==> config.mk <==
export PLATFORM = sky130hd
export DESIGN_NAME = game_port_top
export DESIGN_NICKNAME = d
export VERILOG_FILES = /design/src/verilog/game_port_pkg.sv /design/src/verilog/axis_oneshot.sv /design/src/verilog/game_port.sv /design/src/verilog/game_port_top.sv /design/src/verilog/pad_input_sync.sv
export SDC_FILE = /design/constraint.sdc
export NUM_CORES = 1
export LEC_CHECK = 0
export BUFFER_PORTS_ARGS = -buffer_cell sky130_fd_sc_hd__buf_2
export CAP_MARGIN = 20
export CORE_MARGIN = 5
export CORE_UTILIZATION = 52
export CTS_CLUSTER_DIAMETER = 30
export DETAILED_ROUTE_END_ITERATION = 10
export GPL_ROUTABILITY_DRIVEN = 0
export PLACE_DENSITY = 0.75
export SLEW_MARGIN = 20
export SYNTH_ARGS = -nofsm -noshare
export SYNTH_HDL_FRONTEND = slang
export SYNTH_SLANG_ARGS = --single-unit
==> constraint.sdc <==
create_clock -name CLOCK -period 2.1 [get_ports CLOCK]
set_clock_uncertainty 0.2 [all_clocks]
set_input_delay 0.42 -clock CLOCK [delete_from_list [all_inputs] [get_ports CLOCK]]
set_output_delay 0.42 -clock CLOCK [all_outputs]
set_load 0.01 [all_outputs]
==> src/verilog/game_port_pkg.sv <==
package game_port_pkg;

	// Tick divider width.
	// One tick every 256 clocks.
	localparam int div_width = 8;

	// Axis down-counter width.
	localparam int axis_width = 9;

	// Load counts standing for the stick resistance.
	// Minimum is left or up.
	localparam logic [axis_width-1:0] axis_min = 9'd8;
	// Centre, for a released direction.
	localparam logic [axis_width-1:0] axis_mid = 9'd200;
	// Maximum is right or down.
	localparam logic [axis_width-1:0] axis_max = 9'd397;

	// Joypad word width.
	// Bits 0 to 3 are right, left, down, up.
	// Bits 4 and 5 are button 1 and button 2.
	localparam int pad_width = 12;

	// Bit positions inside a joypad word.
	localparam int pad_right = 0;
	localparam int pad_left  = 1;
	localparam int pad_down  = 2;
	localparam int pad_up    = 3;
	localparam int pad_but1  = 4;
	localparam int pad_but2  = 5;

	// Register offsets on the I/O bus.
	// Only the game register exists, other offsets read as all ones.
	typedef enum logic [2:0] {
		reg_game = 3'd1
	} port_reg_e;

	// Axis timer states.
	typedef enum logic {
		axis_idle      = 1'b0,
		axis_discharge = 1'b1
	} axis_state_e;

endpackage

==> src/verilog/axis_oneshot.sv <==
module axis_oneshot (
	input  logic                                 CLOCK,
	input  logic                                 RESET_N,
	input  logic                                 load,
	input  logic [game_port_pkg::axis_width-1:0] load_count,
	input  logic                                 tick,
	output logic                                 active
);

	import game_port_pkg::*;

	// Timer state and remaining charge.
	axis_state_e           state;
	logic [axis_width-1:0] count;

	// Idle waits for a load.
	// Discharging counts down on ticks.
	// A new load restarts it.
	always_ff @(posedge CLOCK or negedge RESET_N) begin
		if (!RESET_N) begin
			state <= axis_idle;
			count <= '0;
		end else begin
			case (state)
				axis_idle: begin
					if (load) begin
						state <= axis_discharge;
						count <= load_count;
					end
				end
				axis_discharge: begin
					if (load) begin
						count <= load_count;
					end else if (tick) begin
						// Last tick empties the counter.
						if (count > axis_width'(1)) begin
							count <= count - 1'b1;
						end else begin
							count <= '0;
							state <= axis_idle;
						end
					end
				end
				default: begin
					state <= axis_idle;
				end
			endcase
		end
	end

	// Axis bit is high for the whole discharge.
	assign active = (state == axis_discharge);

	// While the axis is active the counter still holds charge.
	assert property (@(posedge CLOCK) disable iff (!RESET_N)
		active == (count != '0));

	// Counter never holds more than the longest position.
	assert property (@(posedge CLOCK) disable iff (!RESET_N)
		count <= axis_max);

endmodule

==> src/verilog/game_port.sv <==
module game_port (
	input  logic                                CLOCK,
	input  logic                                RESET_N,
	input  logic [2:0]                          io_addr,
	input  logic                                io_read,
	input  logic                                io_write,
	output logic [7:0]                          io_data_out,
	input  logic [game_port_pkg::pad_width-1:0] pad_0_sync,
	input  logic [game_port_pkg::pad_width-1:0] pad_1_sync
);

	import game_port_pkg::*;

	// Axis index order.
	// 0 pad 0 X, 1 pad 0 Y, 2 pad 1 X, 3 pad 1 Y.
	localparam int num_axes = 4;

	// Free-running tick divider.
	logic [div_width-1:0]  div_count;
	logic                  tick;

	// Register decode.
	logic                  game_sel;
	logic                  axis_load;

	// Per-axis load counts and timer outputs.
	logic [axis_width-1:0] axis_load_count [num_axes];
	logic [num_axes-1:0]   axis_active;

	// Status byte as read from the game register.
	logic [7:0]            status;

	// Direction pair to load count.
	// Left or up beats right or down.
	function automatic logic [axis_width-1:0] axis_count(input logic neg, input logic pos);
		logic [axis_width-1:0] result;
		if (neg) begin
			result = axis_min;
		end else if (pos) begin
			result = axis_max;
		end else begin
			result = axis_mid;
		end
		return result;
	endfunction

	// Divider wraps every 256 clocks.
	always_ff @(posedge CLOCK or negedge RESET_N) begin
		if (!RESET_N) begin
			div_count <= '0;
		end else begin
			div_count <= div_count + 1'b1;
		end
	end

	// One tick per wrap.
	assign tick = (div_count == '0);

	// Game register hit.
	assign game_sel  = (port_reg_e'(io_addr) == reg_game);
	// The strobe alone fires the timers since the write data plays no part.
	assign axis_load = io_write && game_sel;

	// X uses left and right, Y uses up and down.
	assign axis_load_count[0] = axis_count(pad_0_sync[pad_left], pad_0_sync[pad_right]);
	assign axis_load_count[1] = axis_count(pad_0_sync[pad_up], pad_0_sync[pad_down]);
	assign axis_load_count[2] = axis_count(pad_1_sync[pad_left], pad_1_sync[pad_right]);
	assign axis_load_count[3] = axis_count(pad_1_sync[pad_up], pad_1_sync[pad_down]);

	// Four identical axis timers.
	for (genvar i = 0; i < num_axes; i++) begin : g_axis
		axis_oneshot axis_i (
			.CLOCK      (CLOCK),
			.RESET_N    (RESET_N),
			.load       (axis_load),
			.load_count (axis_load_count[i]),
			.tick       (tick),
			.active     (axis_active[i])
		);
	end

	// Buttons read as 0 when pressed.
	// Axis bits read as 1 while the timer runs.
	assign status = {
		~pad_1_sync[pad_but2],
		~pad_1_sync[pad_but1],
		~pad_0_sync[pad_but2],
		~pad_0_sync[pad_but1],
		axis_active[3],
		axis_active[2],
		axis_active[1],
		axis_active[0]
	};

	// Reads are side-effect free.
	// Anything but a game register read floats high.
	assign io_data_out = (io_read && game_sel) ? status : 8'hff;

	// Host never reads and writes in the same cycle.
	assert property (@(posedge CLOCK) disable iff (!RESET_N)
		!(io_read && io_write));

endmodule

==> src/verilog/game_port_top.sv <==
module game_port_top (
	input  logic                                CLOCK,
	input  logic                                RESET_N,
	input  logic [2:0]                          io_addr,
	input  logic                                io_read,
	input  logic                                io_write,
	output logic [7:0]                          io_data_out,
	input  logic [game_port_pkg::pad_width-1:0] pad_0,
	input  logic [game_port_pkg::pad_width-1:0] pad_1
);

	// Pad words after the synchronizer.
	logic [game_port_pkg::pad_width-1:0] pad_0_sync;
	logic [game_port_pkg::pad_width-1:0] pad_1_sync;

	// Bring the pads into the CLOCK domain.
	pad_input_sync pad_sync_i (
		.CLOCK      (CLOCK),
		.RESET_N    (RESET_N),
		.pad_0      (pad_0),
		.pad_1      (pad_1),
		.pad_0_sync (pad_0_sync),
		.pad_1_sync (pad_1_sync)
	);

	// Register, divider and axis timers.
	// Bus signals pass straight through.
	game_port game_port_i (
		.CLOCK       (CLOCK),
		.RESET_N     (RESET_N),
		.io_addr     (io_addr),
		.io_read     (io_read),
		.io_write    (io_write),
		.io_data_out (io_data_out),
		.pad_0_sync  (pad_0_sync),
		.pad_1_sync  (pad_1_sync)
	);

endmodule

==> src/verilog/pad_input_sync.sv <==
module pad_input_sync (
	input  logic                              CLOCK,
	input  logic                              RESET_N,
	input  logic [game_port_pkg::pad_width-1:0] pad_0,
	input  logic [game_port_pkg::pad_width-1:0] pad_1,
	output logic [game_port_pkg::pad_width-1:0] pad_0_sync,
	output logic [game_port_pkg::pad_width-1:0] pad_1_sync
);

	import game_port_pkg::*;

	// First stage that may go metastable.
	logic [pad_width-1:0] pad_0_meta;
	logic [pad_width-1:0] pad_1_meta;

	// Pads come from the host clock domain.
	// Two flops per bit before the game port logic sees them.
	always_ff @(posedge CLOCK or negedge RESET_N) begin
		if (!RESET_N) begin
			pad_0_meta <= '0;
			pad_1_meta <= '0;
		end else begin
			pad_0_meta <= pad_0;
			pad_1_meta <= pad_1;
		end
	end

	// Second stage holds the settled values.
	// A pad change shows here two cycles later.
	always_ff @(posedge CLOCK or negedge RESET_N) begin
		if (!RESET_N) begin
			pad_0_sync <= '0;
			pad_1_sync <= '0;
		end else begin
			pad_0_sync <= pad_0_meta;
			pad_1_sync <= pad_1_meta;
		end
	end

endmodule
======== Word-level counts from Yosys, hierarchy flattened ========
Cells that the tools add are included.
word-level totals
  bits of input ports ..................... 31
  register bits ........................... 72
  output and inout port bits .............. 8
  logic and storage cells ................. 92
operators by class
  add/subtract/negate cells ............... 5
  muxes and demuxes ....................... 46
  reduce and logical (&&, ||, !) cells .... 7
  equality and inequality tests ........... 9
  order comparisons ....................... 4
  bitwise gates (word level) .............. 8
operators by type and width
  cell                 count
  $mux 9               24
  $pmux 9 s2           4
  $gt 9x1->1 const B   4
  $sub 9x1->9 const B  4
  $mux 1               13
  $ne 3x1->1 const B   3
  $add 8x1->8 const B  1
  $logic_not 8->1      1
  $mux 8               1
  $ne 2x1->1 const B   4
  $not 1->1            8
  $pmux 1 s2           4
  $reduce_and 2->1     4
  $eq 3x1->1 const B   1
  $ne 3x2->1 const B   1
  $logic_and 1x1->1    2

======== Depth between registers and ports, before layout ========
Gate-level depths: netlist (run 1).
  depth after elaboration ................. 5
  gate-level depth with buffers ........... 8
  gate-level depth less buffers ........... 7

======== By module ========
A second synthesis (run 1) with hierarchy kept.
second synthesis, totals
  cells, all modules ...................... 388
  area, all modules ....................... 4270.3 um^2
modules (own cells, without submodules)
  module          cells an instance  seq. area each (um^2)  area an instance (um^2)  instances
  axis_oneshot    72                 250.2                  648.1                    4
  pad_input_sync  48                 1201.2                 1201.2                   1
  game_port       52                 200.2                  476.7                    1

======== Worst setup path before layout (run 1) ========
OpenSTA, ideal clock, no wires.
  kind .................................... register -> register
  from .................................... reg game_port_i.div_count[0]
  to ...................................... reg game_port_i.g_axis[1].axis_i.count[7]
  path buffers ............................ 1
  path slack .............................. -0.054 ns
  cell stages (with the launch flop) ...... 9
  data required time ...................... 1.769 ns
  period minus slack after synthesis ...... 2.154 ns
  data arrival time ....................... 1.822 ns
  library setup time ...................... 0.131 ns
  cell sequence ........................... dfrtp_1 -> inv_1 -> ha_1 -> nor4b_4 -> and2_1 -> buf_6 -> nand3_1 -> o311a_1 -> or3_1
between the ends
  cells in the longest elaborated chain, start to end .. 3
RTL lines
  item                        RTL line            text
  start, declared             game_port.sv:19     logic [div_width-1:0] div_count;
  start signal, assigned      game_port.sv:52     div_count <= div_count + 1'b1;
  $logic_not 8->1             game_port.sv:57     assign tick = (div_count == '0);
  $ne 3x1->1 (no line)        --
  $reduce_and 2->1 (no line)  --
  end signal, assigned        axis_oneshot.sv:28  count <= load_count;
  end signal, assigned        axis_oneshot.sv:33  count <= load_count;
  end signal, assigned        axis_oneshot.sv:37  count <= count - 1'b1;
  end, declared               axis_oneshot.sv:14  logic [axis_width-1:0] count;
No other way between the ends.
A chain may end at the register's enable or synchronous reset.

======== Final worst setup path (run 1) ========
  from .................................... reg game_port_i.g_axis[0].axis_i.count[8]
  to ...................................... reg game_port_i.g_axis[0].axis_i.count[2]
between the ends
  cells in the longest elaborated chain, start to end .. 5
RTL lines
  item                    RTL line            text
  start, declared         axis_oneshot.sv:14
  start signal, assigned  axis_oneshot.sv:28
  start signal, assigned  axis_oneshot.sv:33
  start signal, assigned  axis_oneshot.sv:37
  $gt 9x1->1              axis_oneshot.sv:36  if (count > axis_width'(1)) begin
  $mux 9                  axis_oneshot.sv:36
  $mux 9                  axis_oneshot.sv:34  end else if (tick) begin
  $mux 9                  axis_oneshot.sv:32  if (load) begin
  $pmux 9 s2              axis_oneshot.sv:24  case (state)
No other way between the ends. The select of a mux whose other input is x is not followed.

==> summary.md, run 1 <==
| Metric | Value |
|---|---|
| Reg2reg start | game_port_i.g_axis[0].axis_i.count[8]$_DFFE_PN0P_ |
| Crit path kind | flip-flop to flip-flop |
| Port Buf Inserts | 26 |
| #FFs+latches synth | 72 |
| Crit path launch type | flip-flop |
| Final worst slack | -109.6 ps |
| Routed vias | 3003 |
| Die Wd | 92.05 um |
| Worst r2r path cells | 5 |
| CP delay by family, top | compound AO/OA/AOI/OAI gates |
| Sequential Area | 1803 um^2 |
| Tmin final | 2210 ps |
| Worst-Skew Late Latency | 350 ps |
| Ys Warns | 0 |
| Primary FF master, synth | dfrtp_1 |
| Top-Level Pins | 39 |
| Mean Syn Cell Area | 10.42 um^2 |
| Max Cap Viol | 0 |
| TritonCTS buffer count | 9 |
| ANT cells | 0 |
| Total track usage | 0.2093 |
| WP data required | 2140 ps |
| Pwr dens | 763.9 nW/um^2 |
| Number of global-route vias before repair | 2984 |
| Post-DP Area | 3973 um^2 |
| EDFF count, synth | 0 |
| CTS tree | built |
| Worst path arrival time | 2250 ps |
| First-pass GRT wire length | 14100 um |
| Share of cells above drive strength 1 | 0.2967 |
| Drt wl/cell | 16.94 um |
| Crit share post-route | 1.052 |
| Clock Path Buffers | 2 |
| Total power | 3502 uW |
| Root Buffer | clkbuf_8 |
| Final setup fails | 7 |
| H-tree levels | 3 |
| Hpwl dp | 5627 um |
| Initial Utilization | 0.5240 |
| Max-slew violations | 0 |
| Hold Startpoint | pad_sync_i.pad_1_meta[5]$_DFF_PN0_ |
| Core Area | 6681 um^2 |
| Routed WL | 8608 um |
| Failing checks | setup timing |
| Hold Path Depth | 0 |
| Final instance area | 4584 um^2 |
| Die Area | 8473 um^2 |
| Final hold vios | 0 |
| Relative slew slack | 0.6901 |
| Grt ovf | 0 |
| Status | finished with violations |
| Leakage Power | 0.001989 uW |
| Seq/Total Area, Yosys | 0.5147 |
| Syn Nets | 377 |
| Reg-to-reg slack, setup | -110 ps |
| Most common cell after layout, fill and taps aside | dfrtp_1 |
| Reg2Reg Capture Point | game_port_i.g_axis[0].axis_i.count[2]$_DFFE_PN0P_ |
| Buf+Inv Stages, Crit Path | 1 |
| Initial antenna violation count | 0 |
| Post-layout util | 0.6861 |
| Critical path, cell by cell | or4_4, o311ai_4, buf_4, nor3_2, a221o_1 |
| DRC | 0 |
| Max Fclk | 0.4526 GHz |
| CP max stage cell | or4_4 |
| Critical path fanouts, max | 3 |
| Layout fillers | 505 |
| Final net count | 464 |
| Synthesized area | 3501 um^2 |
| Largest net degree at the start of global routing | 73 |
| Row count | 30 |
| Most frequent cells in the layout | 71 x dfrtp_1, 39 x buf_4, 26 x nor2_1, 26 x buf_2, 22 x nand2_1 |
| Detail Route Antenna Nets | 0 |
| 1st-iter DRT viols | 180 |
| Total clock sinks | 72 |
| RSZ-0062 raised after global routing | yes |
| Dpl ws | -123.2 ps |
| Height of the die | 92.05 um |
| Area Overhead vs Synth | 30.95% |
| Detailed-route vias per instance | 5.911 |
| Worst setup EP type | flip-flop |
| Clock edge transition at the registers on the reported setup and hold paths | 80 ps |
| Hold Path Sink | pad_sync_i.pad_1_sync[5]$_DFF_PN0_ |
| Cells after Synth | 336 |
| Hold WC Path Type | flip-flop to flip-flop |
| Post-synthesis cell type count | 58 |
| Pin slew with the least headroom to its limit | 461.3 ps |
| Ys async rst share | 1.000 |
| Peak VDD IR | 0.5644 mV |
| Crit path largest cell delay | 570 ps |
| Initial DRT Pass Iterations | 4 |
| Multi-input gate area | 1767 um^2 |
==> flip-flops by register name, summed over array words and instances, names as in the netlist <==
name and cells:
pad_sync_i.pad_1_meta 6, pad_sync_i.pad_0_sync 6, game_port_i.g_axis.axis_i.active 4, game_port_i.g_axis.axis_i.count 36
game_port_i.div_count 8, pad_sync_i.pad_1_sync 6, pad_sync_i.pad_0_meta 6
==> worst register-to-register path, cell delays in order (launching register included) <==
cell and delay, ps:
dfrtp_1 400, or4_4 570, o311ai_4 390, buf_4 180
nor3_2 40, a221o_1 340
==> routing by layer <==
layer	up-vias	global-route usage	part of all wire
li1	1422	-	-
met1	1496	0.2598	0.42
met2	78	0.3516	0.53
met3	7	0.06317	0.043
met4	0	0.06312	0.0067
met5	-	0	0
==> what timing repair did <==
item,4_1_cts,5_1_grt
endpoints found under the hold margin,84,0
hold buffers,13,0
gates resized for setup,12,38
pin swaps,6,13
setup buffers,3,8
cloned,1,0
setup endpoints to repair,16,35
==> logic make-up (layout without fill, tap and decap cells) <==
kind of cell / Yosys count / in the layout / share of synthesized area
compound gates: 88 / 88 / 0.1794
simple gates: 132 / 132 / 0.2048
fa+ha+maj: 10 / 10 / 0.03574
buf+inv: 23 / 115 / 0.03609
xor+xnor: 6 / 6 / 0.01501
flops: 72 / 72 / 0.5147
mux: 5 / 5 / 0.01430
==> through the flow <==
step / setup TNS, ps / hold WS (ps) / std cells
after floorplan: -38.81 / -75.59 / 336
after global placement: -21.29 / 131.7 / 469
after detailed placement: -407.6 / 134.7 / 469
after CTS: -119.7 / 152.8 / 502
after global routing: -1290 / 165.7 / 508
final: -229.3 / 150.4 / 508
==> synthesized netlist by cell type (3+ instances only) <==
| cell | n | area, um^2 |
|---|---|---|
| inv_1 | 15 | 56.30 |
| a211o_1 | 4 | 35.03 |
| and3_1 | 3 | 18.77 |
| nor3_1 | 15 | 75.07 |
| o211ai_1 | 4 | 30.03 |
| mux2i_1 | 5 | 50.05 |
| o41ai_1 | 5 | 43.79 |
| nand4_1 | 3 | 18.77 |
| a21o_1 | 3 | 22.52 |
| nand3b_1 | 3 | 22.52 |
| a22o_1 | 6 | 52.55 |
| clkbuf_1 | 3 | 11.26 |
| and2_1 | 5 | 31.28 |
| a21oi_1 | 15 | 75.07 |
| ha_1 | 10 | 125.1 |
| nor2_1 | 28 | 105.1 |
| nand3_1 | 16 | 80.08 |
| buf_6 | 4 | 45.04 |
| nand2b_1 | 5 | 31.28 |
| o21ai_0 | 25 | 125.1 |
| xnor2_1 | 5 | 43.79 |
| nor4_1 | 5 | 31.28 |
| o31ai_1 | 4 | 30.03 |
| nand2_1 | 25 | 93.84 |
| dfrtp_1 | 72 | 1802 |
| or3_1 | 9 | 56.30 |
==> layout make-up <==
class / instances / area share
Sequential cell: 72 / 0.3933
Multi-Input combinational cell: 241 / 0.3854
Timing Repair Buffer: 84 / 0.1392
Clock buffer: 10 / 0.02784
Tap cell: 80 / 0.02183
Clock inverter: 6 / 0.02020
Inverter: 15 / 0.01228
==> worst max-delay path by stage <==
stage,start,endpoint,cells after the start
6_report,game_port_i.g_axis[0].axis_i.count[8]$_DFFE_PN0P_,game_port_i.g_axis[0].axis_i.count[2]$_DFFE_PN0P_,5
5_1_grt,game_port_i.g_axis[0].axis_i.count[8]$_DFFE_PN0P_,game_port_i.g_axis[0].axis_i.count[2]$_DFFE_PN0P_,5
4_1_cts,game_port_i.div_count[0]$_DFF_PN0_,game_port_i.g_axis[0].axis_i.count[7]$_DFFE_PN0P_,8
3_5_place_dp,game_port_i.div_count[0]$_DFF_PN0_,game_port_i.g_axis[0].axis_i.count[7]$_DFFE_PN0P_,8
3_3_place_gp,game_port_i.div_count[0]$_DFF_PN0_,game_port_i.g_axis[1].axis_i.count[7]$_DFFE_PN0P_,7
2_1_floorplan,game_port_i.div_count[0]$_DFF_PN0_,game_port_i.g_axis[1].axis_i.count[7]$_DFFE_PN0P_,8
==> report_power, final <==
part | switching [uW] | total (uW) | internal (uW)
clock network | 538 | 1210 | 675
registers | 129 | 1660 | 1530
logic | 336 | 628 | 292
Note: power is estimated with default switching activity, not from simulation.
==> run 2, diff against run 1 <==
==> constraint.sdc (replaced) <==
create_clock -name CLOCK -period 2.1 [get_ports CLOCK]
set_clock_uncertainty 0.2 [all_clocks]
set_input_delay 0.21 -clock CLOCK [delete_from_list [all_inputs] [get_ports CLOCK]]
set_output_delay 0.21 -clock CLOCK [all_outputs]
set_load 0.01 [all_outputs]
==> run 2 against run 1 <==
  * The run still ends with setup timing left
  * Sequential share of layout area grew 0.98 points
  * Sequential power hardly changed
  * Via count decreased by 2.0%
  * Power fell by 3.7%
  * Clock-buffer cell count down 1
  * Clock power down 7%
  * Wire length shrank 7.3%
  * Setup slack better by 78 ps
==> summary.md, run 2 (synthesis results as in run 1) <==
| Metric | Value |
|---|---|
| Status | finished with violations |
| Failing checks | setup timing |
| Drt wl/cell | 15.90 um (-6.2%) |
| Final instance area | 4469 um^2 (-2.5%) |
| Post-DP Area | 3973 um^2 (unchanged) |
| Reg2reg start | game_port_i.g_axis[0].axis_i.count[8]$_DFFE_PN0P_ |
| Routed vias | 2944 (-2.0%) |
| DRC | 0 (unchanged) |
| Max Cap Viol | 0 (unchanged) |
| Crit path kind | flip-flop to flip-flop |
| Total track usage | 0.1956 (-0.01370) |
| Reg2Reg Capture Point | game_port_i.g_axis[0].axis_i.count[2]$_DFFE_PN0P_ |
| Layout fillers | 493 (-2.4%) |
| Hold Path Sink | pad_sync_i.pad_1_sync[3]$_DFF_PN0_ |
| WL met2 | 3980 um (-12%) |
| Final hold vios | 0 (unchanged) |
| Setup TNS Final | -31.42 ps (+197.9 ps) |
| CP delay by family, top | compound AO/OA/AOI/OAI gates |
| Hold Startpoint | pad_sync_i.pad_1_meta[3]$_DFF_PN0_ |
| Relative slew slack | 0.6116 (-0.07849) |
| Buf+Inv Stages, Crit Path | 1 (unchanged) |
| Clock Path Buffers | 2 (unchanged) |
| Total clock sinks | 72 (unchanged) |
| Tmin final | 2131 ps (-78.15 ps) |
| Crit share post-route | 1.015 (-0.03722) |
| Area Overhead vs Synth | 27.66% |
| Uppermost layer routed | met4 |
| First-pass GRT wire length | 13240 um (-6.1%) |
| Pwr dens | 754.6 nW/um^2 (-1.2%) |
| Pin slew with the least headroom to its limit | 582.6 ps (+121.3 ps) |
| H-tree levels | 3 (unchanged) |
| Port Buf Inserts | 26 (unchanged) |
| Max FFs per register | 36 (unchanged) |
| Most frequent cells in the layout | 72 x dfrtp_1, 34 x buf_4, 27 x nor2_1 |
| Initial antenna violation count | 0 (unchanged) |
| Number of global-route vias before repair | 2921 (-2.1%) |
| Worst r2r path cells | 5 (unchanged) |
| Root Buffer | clkbuf_8 |
| Final net count | 458 (-1.3%) |
| CTS tree | built |
| Hold Path Depth | 0 (unchanged) |
| Hpwl dp | 5350 um (-4.9%) |
| Routed WL | 7983 um (-7.3%) |
| Biggest regs | game_port_i.g_axis.axis_i.count x36, game_port_i.div_count x8 |
| Most common cell after layout, fill and taps aside | dfrtp_1 |
| Grt ovf | 0 (unchanged) |
| Height of the die | 92.05 um (unchanged) |
| Die Wd | 92.05 um (unchanged) |
| Detail Route Antenna Nets | 0 (unchanged) |
| 1st-iter DRT viols | 175 (-2.8%) |
| Crit path launch type | flip-flop |
| Detailed-route vias per instance | 5.865 (-0.79%) |
| Max Fclk | 0.4692 GHz (+3.7%) |
| Row count | 30 (unchanged) |
| Critical path, cell by cell | or4_4, o311ai_4, buf_4, o21ai_2, a221o_1 |
| Worst path arrival time | 2170 ps (-80 ps) |
| Reg with most FFs | game_port_i.g_axis.axis_i.count |
| Multi-input gate area | 1710 um^2 (-3.2%) |
| DRT met1 WL | 3546 um (-3.1%) |
| Crit path largest cell delay | 560 ps (about the same) |
| Met3 wire length | 341 um (-7.1%) |
| Worst setup EP type | flip-flop |
| RSZ-0062 raised after global routing | yes |
| Worst-Skew Late Latency | 350 ps (about the same) |
| Share of cells above drive strength 1 | 0.2749 (-0.02185) |
| ANT cells | 0 (unchanged) |
| Final worst slack | -31.42 ps (+78.15 ps) |
| Final setup fails | 1 (-6) |
| Core Area | 6681 um^2 (unchanged) |
| Sequential Area | 1802 um^2 (about the same) |
| Dpl ws | -60.77 ps (+62.48 ps) |
| WP data required | 2140 ps (about the same) |
| Largest net degree at the start of global routing | 32 (-56%) |
| Die Area | 8473 um^2 (unchanged) |
| Peak VDD IR | 0.5508 mV (-2.4%) |
| Hold WC Path Type | flip-flop to flip-flop |
| Max-slew violations | 0 (unchanged) |
| Initial DRT Pass Iterations | 4 (unchanged) |
| Leakage Power | 0.001948 uW (-2.0%) |
| Initial Utilization | 0.5240 (unchanged) |
| Critical path fanouts, max | 4 (+1) |
| Top-Level Pins | 39 (unchanged) |
| Clock edge transition at the registers on the reported setup and hold paths | 90 ps (about the same) |
| TritonCTS buffer count | 9 (unchanged) |
| CP max stage cell | or4_4 |
| Reg-to-reg slack, setup | -30 ps (+80 ps) |
[run 2: cell count changes in the layout (fill, tap and decap cells not counted), moves of 2 or more]
| cell | before | now |
|---|---|---|
| clkinvlp_4 | 2 | 0 |
| clkinv_4 | 1 | 3 |
| o21ai_0 | 20 | 22 |
| a21oi_4 | 2 | 0 |
| o21ai_1 | 5 | 3 |
| buf_6 | 4 | 2 |
| nor2_4 | 2 | 0 |
| buf_4 | 39 | 34 |
[run 2: how the worst max path moves through the flow]
stage | from | to | depth (start not counted)
finish | game_port_i.g_axis[0].axis_i.count[8]$_DFFE_PN0P_ | game_port_i.g_axis[0].axis_i.count[2]$_DFFE_PN0P_ | 5
global route | game_port_i.g_axis[0].axis_i.count[8]$_DFFE_PN0P_ | game_port_i.g_axis[0].axis_i.count[2]$_DFFE_PN0P_ | 5
CTS | game_port_i.div_count[0]$_DFF_PN0_ | game_port_i.g_axis[1].axis_i.count[7]$_DFFE_PN0P_ | 7
detailed placement | game_port_i.div_count[0]$_DFF_PN0_ | game_port_i.g_axis[0].axis_i.count[7]$_DFFE_PN0P_ | 8
global placement | game_port_i.g_axis[0].axis_i.count[8]$_DFFE_PN0P_ | game_port_i.g_axis[0].axis_i.count[8]$_DFFE_PN0P_ | 5
floorplan | game_port_i.div_count[0]$_DFF_PN0_ | game_port_i.g_axis[1].axis_i.count[7]$_DFFE_PN0P_ | 8
[run 2: worst register-to-register path, delay by kind of cell (launching register included)]
kind | cells | cell delay (ps)
flip-flops | 1 | 380
AO/OA/AOI/OAI | 3 | 690
AND/OR/NAND/NOR | 1 | 560
buffers and inverters | 1 | 200
[run 2: layout make-up]
cell class                 instances  area share
timing repair buffer              78      0.1338
tap                               80     0.02240
multi-input combinational        241      0.3827
clock buffer                       9     0.02772
inverter                          15     0.01260
clock inverter                     7     0.01764
sequential                        72      0.4031
[run 2: timing repair]
action                     CTS  global route
hold buffers                13             0
hold endpoints to repair    32             0
setup endpoints to repair    8            33
pin swaps                    2             4
setup buffers                0             4
resized for setup            4            30
[run 2: metal layers]
| metal | vias up | global-route usage |
|---|---|---|
| li1 | 1408 | - |
| met1 | 1447 | 0.2427 |
| met2 | 77 | 0.3254 |
| met3 | 12 | 0.05414 |
| met4 | 0 | 0.07302 |
| met5 | - | 0 |
[run 2: through the flow]
step	total power (uW)	hold WS [ps]	std cells	util
CTS	3376	151.8	498	0.6472
detailed placement	2230	39.83	469	0.5946
finish	3373	147.7	502	0.6689
global placement	2196	23.05	469	0.5946
floorplan	2004	-285.6	336	-
global route	3555	168.3	502	0.6689
[run 2: report_power, final]
part	internal [uW]	leakage, uW	switching, uW
Sequential	1530	0.000823	122
Combinational	276	0.00102	319
Clock	561	0.000104	564
